### src/logic/mapper_pkg.sv
// Shared types and address map constants for the cartridge mapper block
// Imported by every stage and mapper that handles requests or configuration
`default_nettype none

package mapper_pkg;

    localparam int rom_addr_bits = 21;          // 2 MB ROM space

    // Cartridge page window, slots 1 and 2 of the Z80 map
    localparam logic [15:0] page_lo = 16'h4000;
    localparam logic [15:0] page_hi = 16'hBFFF;

    // Bank register windows, matched on address bits 15:11
    localparam logic [4:0] ascii16_bank0_win = 5'b01100;  // 6000h-67FFh
    localparam logic [4:0] ascii16_bank1_win = 5'b01110;  // 7000h-77FFh
    localparam logic [2:0] ascii8_bank_win   = 3'b011;    // 6000h-7FFFh, bits 15:13
    localparam logic [1:0] scc_bank_sub      = 2'b10;     // x000h-x7FFh inside a page, bits 12:11
    localparam logic [4:0] scc_reg_win       = 5'b10011;  // 9800h-9FFFh
    localparam logic [5:0] scc_enable_value  = 6'h3F;     // Bank 2 value that opens the SCC

    // Which mapper the slot carries
    typedef enum logic [1:0] {
        none       = 2'd0,
        ascii8     = 2'd1,
        ascii16    = 2'd2,
        konami_scc = 2'd3
    } mapper_t;

    // Static block configuration
    typedef struct packed {
        mapper_t mapper;                       // Active mapper
        logic    enable;                       // Slot populated
    } block_info_t;

    // One captured CPU bus cycle
    typedef struct packed {
        logic [15:0] addr;
        logic [7:0]  data;
        logic        rd;
        logic        wr;
        logic        sel;                      // Slot selected
    } cpu_req_t;

    // Result of one mapper, idle-safe for AND/OR merging
    typedef struct packed {
        logic [rom_addr_bits-1:0] addr;        // All ones when idle
        logic                     rnw;         // High when idle
        logic                     rom_cs;
        logic                     scc_en;      // Sound chip register strobe
    } mapper_out_t;

    // Registered request toward external memory
    typedef struct packed {
        logic [rom_addr_bits-1:0] addr;
        logic                     rnw;
        logic                     rom_cs;
        logic                     scc_en;
    } mem_req_t;

    localparam mapper_out_t mapper_idle = '{
        addr:   {rom_addr_bits{1'b1}},
        rnw:    1'b1,
        rom_cs: 1'b0,
        scc_en: 1'b0
    };

endpackage

`default_nettype wire

### src/logic/cpu_request_stage.sv
// First pipeline stage, registers the raw CPU bus into a request struct
// Strobes are cleared on reset so nothing reaches the bank registers early
`timescale 1ns/1ps
`default_nettype none

module cpu_request_stage
    import mapper_pkg::*;
(
    input  wire logic        clk,
    input  wire logic        reset,
    input  wire logic [15:0] cpu_addr,
    input  wire logic [7:0]  cpu_data_in,
    input  wire logic        cpu_rd,
    input  wire logic        cpu_wr,
    input  wire logic        slot_sel,
    output cpu_req_t         req
);

    // Control strobes
    always_ff @(posedge clk) begin
        if (reset) begin
            req.rd  <= 1'b0;
            req.wr  <= 1'b0;
            req.sel <= 1'b0;
        end else begin
            req.rd  <= cpu_rd;
            req.wr  <= cpu_wr;
            req.sel <= slot_sel;
        end
    end

    // Address and data just follow the bus
    always_ff @(posedge clk) begin
        req.addr <= cpu_addr;
        req.data <= cpu_data_in;                // Bank value on writes
    end

endmodule

`default_nettype wire

### src/logic/mapper_ascii8.sv
// ASCII8 mapper, four 8 KB banks over 4000h-BFFFh
// Bank registers sit at 6000h, 6800h, 7000h and 7800h
`timescale 1ns/1ps
`default_nettype none

module mapper_ascii8
    import mapper_pkg::*;
(
    input  wire logic  clk,
    input  wire logic  reset,
    input  cpu_req_t   req,
    input  block_info_t block_info,
    output mapper_out_t out
);

    logic [7:0] bank [4];                       // One register per 8 KB page
    logic       active;
    logic       bank_wr;
    logic [1:0] page;

    assign active = block_info.enable && block_info.mapper == ascii8 && req.sel &&
                    req.addr >= page_lo && req.addr <= page_hi;

    // 6000h-7FFFh, register picked by bits 12:11
    assign bank_wr = active && req.wr && req.addr[15:13] == ascii8_bank_win;

    // 4000h->0, 6000h->1, 8000h->2, A000h->3
    assign page = {~req.addr[14], req.addr[13]};

    always_ff @(posedge clk) begin
        if (reset) begin
            for (int i = 0; i < 4; i++) begin
                bank[i] <= 8'h00;
            end
        end else if (bank_wr) begin
            bank[req.addr[12:11]] <= req.data;
        end
    end

    always_comb begin
        out = mapper_idle;
        if (active && req.rd) begin
            out.addr   = {bank[page], req.addr[12:0]};  // 8 + 13 bits
            out.rnw    = 1'b1;
            out.rom_cs = 1'b1;
        end else if (active && req.wr) begin
            out.rnw = 1'b0;                     // ROM not selected on writes
        end
    end

endmodule

`default_nettype wire

### src/logic/mapper_ascii16.sv
// ASCII16 mapper, two 16 KB banks over 4000h-BFFFh
// Bank 0 written at 6000h-67FFh, bank 1 at 7000h-77FFh
`timescale 1ns/1ps
`default_nettype none

module mapper_ascii16
    import mapper_pkg::*;
(
    input  wire logic  clk,
    input  wire logic  reset,
    input  cpu_req_t   req,
    input  block_info_t block_info,
    output mapper_out_t out
);

    logic [6:0] bank0;                          // 4000h-7FFFh
    logic [6:0] bank1;                          // 8000h-BFFFh
    logic       active;
    logic       wr_hit;

    assign active = block_info.enable && block_info.mapper == ascii16 && req.sel &&
                    req.addr >= page_lo && req.addr <= page_hi;
    assign wr_hit = active && req.wr;

    always_ff @(posedge clk) begin
        if (reset) begin
            bank0 <= 7'h00;
            bank1 <= 7'h00;
        end else begin
            if (wr_hit && req.addr[15:11] == ascii16_bank0_win) bank0 <= req.data[6:0];
            if (wr_hit && req.addr[15:11] == ascii16_bank1_win) bank1 <= req.data[6:0];
        end
    end

    always_comb begin
        out = mapper_idle;
        if (active && req.rd) begin
            // Upper half of the window uses bank 1
            out.addr   = {req.addr[15] ? bank1 : bank0, req.addr[13:0]};
            out.rnw    = 1'b1;
            out.rom_cs = 1'b1;
        end else if (wr_hit) begin
            out.rnw = 1'b0;
        end
    end

endmodule

`default_nettype wire

### src/logic/mapper_konami_scc.sv
// Konami SCC mapper, four 8 KB banks plus the sound chip register window
// Banks written at 5000h, 7000h, 9000h and B000h; SCC opens when bank 2 is 3Fh
`timescale 1ns/1ps
`default_nettype none

module mapper_konami_scc
    import mapper_pkg::*;
(
    input  wire logic  clk,
    input  wire logic  reset,
    input  cpu_req_t   req,
    input  block_info_t block_info,
    output mapper_out_t out
);

    logic [7:0] bank [4];
    logic       active;
    logic       bank_wr;
    logic       scc_sel;
    logic [1:0] page;

    assign active = block_info.enable && block_info.mapper == konami_scc && req.sel &&
                    req.addr >= page_lo && req.addr <= page_hi;

    // Same page order as ASCII8, 5000h->0 ... B000h->3
    assign page = {~req.addr[14], req.addr[13]};

    // Lower half of each 4 KB upper quarter of the page
    assign bank_wr = active && req.wr && req.addr[12:11] == scc_bank_sub;

    // Register window only when bank 2 selects the SCC
    assign scc_sel = active && (req.rd || req.wr) &&
                     req.addr[15:11] == scc_reg_win &&
                     bank[2][5:0] == scc_enable_value;

    always_ff @(posedge clk) begin
        if (reset) begin
            for (int i = 0; i < 4; i++) begin
                bank[i] <= 8'(i);               // Power-up banks 0..3
            end
        end else if (bank_wr) begin
            bank[page] <= req.data;
        end
    end

    always_comb begin
        out = mapper_idle;
        if (scc_sel) begin
            out.scc_en = 1'b1;                  // ROM stays deselected
            out.rnw    = ~req.wr;
        end else if (active && req.rd) begin
            out.addr   = {bank[page], req.addr[12:0]};
            out.rnw    = 1'b1;
            out.rom_cs = 1'b1;
        end else if (active && req.wr) begin
            out.rnw = 1'b0;
        end
    end

endmodule

`default_nettype wire

### src/logic/mappers.sv
// Mapper bank stage, runs every mapper on the same request
// Idle mappers drive all-ones address and high rnw, so AND/OR merging picks the active one
`timescale 1ns/1ps
`default_nettype none

module mappers
    import mapper_pkg::*;
(
    input  wire logic  clk,
    input  wire logic  reset,
    input  cpu_req_t   req,
    input  block_info_t block_info,
    output mapper_out_t merged
);

    mapper_out_t ascii8_out;
    mapper_out_t ascii16_out;
    mapper_out_t scc_out;

    mapper_ascii8 u_ascii8 (
        .clk        (clk),
        .reset      (reset),
        .req        (req),
        .block_info (block_info),
        .out        (ascii8_out)
    );

    mapper_ascii16 u_ascii16 (
        .clk        (clk),
        .reset      (reset),
        .req        (req),
        .block_info (block_info),
        .out        (ascii16_out)
    );

    mapper_konami_scc u_konami_scc (
        .clk        (clk),
        .reset      (reset),
        .req        (req),
        .block_info (block_info),
        .out        (scc_out)
    );

    // Addresses and read levels by AND, selects by OR
    assign merged.addr   = ascii8_out.addr & ascii16_out.addr & scc_out.addr;
    assign merged.rnw    = ascii8_out.rnw & ascii16_out.rnw & scc_out.rnw;
    assign merged.rom_cs = ascii8_out.rom_cs | ascii16_out.rom_cs | scc_out.rom_cs;
    assign merged.scc_en = scc_out.scc_en;      // Only the SCC mapper has a device

endmodule

`default_nettype wire

### src/logic/memory_request_stage.sv
// Last pipeline stage, registers the merged mapper result toward memory
// Keeps the combinational decode glitches away from the ROM pins
`timescale 1ns/1ps
`default_nettype none

module memory_request_stage
    import mapper_pkg::*;
(
    input  wire logic  clk,
    input  wire logic  reset,
    input  mapper_out_t merged,
    output mem_req_t   mem
);

    always_ff @(posedge clk) begin
        if (reset) begin
            // Idle bus, nothing selected
            mem.addr   <= mapper_idle.addr;
            mem.rnw    <= mapper_idle.rnw;
            mem.rom_cs <= mapper_idle.rom_cs;
            mem.scc_en <= mapper_idle.scc_en;
        end else begin
            mem.addr   <= merged.addr;
            mem.rnw    <= merged.rnw;
            mem.rom_cs <= merged.rom_cs;
            mem.scc_en <= merged.scc_en;        // Device strobe, one cycle
        end
    end

endmodule

`default_nettype wire

### src/logic/cartridge_top.sv
// Cartridge mapper block, CPU request -> mapper banks -> memory request
// Two cycles from CPU bus to the registered ROM request
`timescale 1ns/1ps
`default_nettype none

module cartridge_top
    import mapper_pkg::*;
(
    input  wire logic        clk,
    input  wire logic        reset,
    input  wire logic [15:0] cpu_addr,
    input  wire logic [7:0]  cpu_data_in,
    input  wire logic        cpu_rd,
    input  wire logic        cpu_wr,
    input  wire logic        slot_sel,
    input  block_info_t      block_info,        // Static slot configuration
    output mem_req_t         mem
);

    cpu_req_t    req;                           // Stage 1 -> 2
    mapper_out_t merged;                        // Stage 2 -> 3

    cpu_request_stage u_cpu_request_stage (
        .clk         (clk),
        .reset       (reset),
        .cpu_addr    (cpu_addr),
        .cpu_data_in (cpu_data_in),
        .cpu_rd      (cpu_rd),
        .cpu_wr      (cpu_wr),
        .slot_sel    (slot_sel),
        .req         (req)
    );

    mappers u_mappers (
        .clk        (clk),
        .reset      (reset),
        .req        (req),
        .block_info (block_info),
        .merged     (merged)
    );

    memory_request_stage u_memory_request_stage (
        .clk    (clk),
        .reset  (reset),
        .merged (merged),
        .mem    (mem)
    );

endmodule

`default_nettype wire

### config.mk
export PLATFORM = sky130hd
export DESIGN_NAME = cartridge_top
export DESIGN_NICKNAME = d
export VERILOG_FILES = /design/src/logic/mapper_pkg.sv /design/src/logic/cpu_request_stage.sv /design/src/logic/mapper_ascii8.sv /design/src/logic/mapper_ascii16.sv /design/src/logic/mapper_konami_scc.sv /design/src/logic/mappers.sv /design/src/logic/memory_request_stage.sv /design/src/logic/cartridge_top.sv
export SDC_FILE = /design/constraint.sdc
export NUM_CORES = 1
export LEC_CHECK = 0
export BUFFER_PORTS_ARGS = -buffer_cell sky130_fd_sc_hd__clkbuf_2
export CAP_MARGIN = 20
export CORE_MARGIN = 2
export CORE_UTILIZATION = 53
export DETAILED_ROUTE_END_ITERATION = 8
export GPL_TIMING_DRIVEN = 0
export MAX_ROUTING_LAYER = met4
export PLACE_DENSITY = 0.77
export SLEW_MARGIN = 20
export SYNTH_ARGS = -nofsm -noshare
export SYNTH_HDL_FRONTEND = slang
export SYNTH_HIERARCHICAL = 1
export SYNTH_SLANG_ARGS = --single-unit
### constraint.sdc
create_clock -name clk -period 1.98 [get_ports clk]
set_input_delay 0.198 -clock clk [delete_from_list [all_inputs] [get_ports clk]]
set_output_delay 0.198 -clock clk [all_outputs]
set_load 0.02 [all_outputs]
==> flow_metrics.tcl <==
set metrics [dict create \
    status "finished, final reports clean" \
    wl_per_cell_um 19.45 \
    critPathKind "reg -> reg" \
    critical-path-max-stage-delay_ps 440 \
    cp_data_required_time_ps 2280 \
    grt_pass1_vias 4222 \
    crit_family "simple AND/OR/NAND/NOR gates" \
    crit_buf_inv 2 \
    drv_cap 0 \
    top_layer "met4" \
    period_needed_ps 1978 \
    ir_drop_v 0.0007758 \
    grt_max_degree 30 \
    insertion_delay_ps 420 \
    period_share_pct 99.91 \
    hold_depth 2 \
    fin_skew_ps 12.13 \
    drc 0 \
    dieArea_mm2 0.01217 \
    power.total_mw 6.443 \
    drt_iter0_drc 412 \
    dr.pass1.iters 5 \
    crit_path_end_kind "flip-flop" \
    fin_nets 629 \
    vias_per_cell 5.685 \
    p_leak_nw 2.792 \
    rsz0062_at_grt "yes" \
    core_region_area_mm2 0.01094 \
    globalplace.congestion 0.8522 \
    io_buffer_count 55 \
    dieHeight_um 110.3 \
    syn_inst 478 \
    ant_nets 0 \
    area_growth_pct 26.71 \
    dpl.hpwl_um 9507 \
    clkSinkCount 129 \
    critPathMaxFanout 6 \
    cts_tree "built" \
    hold_viol 0 \
    cts.clk_slew.worst_paths_ps 50 \
    h-tree-depth 4 \
    tightestPinTransition_ps 698.9 \
    cts_root_buf "clkbuf_16" \
    wl_met2_um 7188 \
    diodes 0 \
    rows 38 \
    ios 56 \
    slew_headroom_pct 53.40 \
    worstPathArrival_ps 2280 \
    ys_warn_count 6 \
    antenna_found_initial 0 \
    final_util_pct 69.42 \
    maxSlewViolCount 0 \
    critPathLaunchType "flip-flop" \
    synth_nets 510 \
    vias 4264 \
    grt_remaining_overflow 0 \
    avgSynthCellArea_um2 12.53 \
    worst_path_max_delay_cell "or3_4" \
    fmax_mhz 505.5 \
    start_util_pct 54.78 \
    track_usage_pct 25.72 \
    wl_met3_um 1009 \
    finalSetupViolCount 0 \
    die_x_um 110.3 \
    cts_buffer_depth 2 \
    cp_num_cells 7 \
    grt_first_pass_wirelength_um 21860 \
    wl_met1_um 5972 \
    r2r_cells 7 \
    drt-total-wl_um 14590 \
    powerDensity_mw_per_mm2 848.7 \
    drive_gt1_share_pct 31.64 \
    hold_class "in -> reg" \
    path_cells "buf_8 > nand4bb_1 > or3_4 > buf_6 > and2_4 > or3_1 > and2b_2" \
    cts_buffers 17 \
    netlist_area_mm2 0.005991 \
]
worst reg2reg max path, stage by stage, from the launching register on:
cell	delay [ps]
dfxtp_4	370
buf_8	140
nand4bb_1	170
or3_4	440
buf_6	150
and2_4	130
or3_1	290
and2b_2	190
flip-flops by register name, summed over array words and instances (netlist names):
register,cells
u_memory_request_stage/mem,24
u_mappers/u_ascii8/bank,32
u_mappers/u_ascii16/bank0,7
u_mappers/u_ascii16/bank1,7
u_mappers/u_konami_scc/bank,32
u_cpu_request_stage/req,27
final timing paths:
path	start	end	slack [ps]
setup / recovery	u_cpu_request_stage/req[24]$_DFF_P_	u_memory_request_stage/mem[1]$_SDFF_PP0_	2
hold / removal	cpu_wr	u_cpu_request_stage/req[1]$_SDFF_PP0_	60
hold reg to reg	u_mappers/u_ascii16/bank1[2]$_SDFFE_PP0P_	u_mappers/u_ascii16/bank1[2]$_SDFFE_PP0P_	470
setup reg to reg	u_cpu_request_stage/req[24]$_DFF_P_	u_memory_request_stage/mem[1]$_SDFF_PP0_	2
timing repair:
action                     in CTS  in global routing
hold buffers                   25                  0
setup buffers                   6                 14
setup endpoints to repair      86                 66
pin swaps                       5                  4
resized for setup              14                 21
hold endpoints to repair       25                  0
layout make-up:
cell class | count | area [um2]
well taps | 140 | 175.2
inverters | 11 | 41.29
clock buffers | 27 | 514.2
repair buffers | 100 | 688.2
flip-flops and latches | 129 | 3237
multi-input cells | 302 | 2575
plain buffers | 36 | 286.5
clock inverters | 5 | 73.82
fillers | 736 | 3344
report_power, final:
group,switching (mW),leakage (nW),internal [mW]
clock,1.05,0.288,2.02
sequential,0.0573,1.21,2.86
combinational,0.238,1.29,0.220
total,1.34,2.79,5.10
stage by stage:
stage                     TNS [ps]  setup slack [ps]  hold slack, ps  area, um2  std cells
final                            0             1.686           56.55       7591        750
after global routing        -57.12            -51.29           45.87       7591        750
after CTS                   -845.3            -55.46           25.07       7405        736
after detailed placement    -19630            -390.7           301.9       6461        673
after global placement      -26710            -683.9           300.1       6441        673
after floorplan              -3574            -111.7           225.7       5991        478
routing by layer:
| metal | global-route usage (%) | vias up |
|---|---|---|
| li1 | - | 2009 |
| met1 | 30.62 | 2024 |
| met2 | 41.19 | 199 |
| met3 | 7.113 | 32 |
| met4 | 11.16 | 0 |
| met5 | - | - |
cell usage in the layout, fill, tap and decap left out, types with 3 or more instances in the layout:
cell	count
nand3_1	13
nor4_1	8
o31ai_4	4
mux2i_1	21
or2_2	3
nor3_1	8
nor2b_1	5
a41o_2	4
inv_1	11
dfxtp_1	60
nand2b_1	51
dfxtp_4	3
buf_2	6
or2_1	20
mux4_2	15
buf_8	4
clkbuf_8	3
clkbuf_1	14
and4b_1	3
and3_1	27
nand4b_1	23
buf_6	10
and2_1	7
clkbuf_16	18
edfxtp_1	64
clkbuf_4	4
nor4_2	17
nor2_1	19
nand3b_1	13
buf_4	21
dlygate4sd3_1	25
clkbuf_2	56
nand2_1	14
Note: power is estimated with default switching activity, not from simulation.
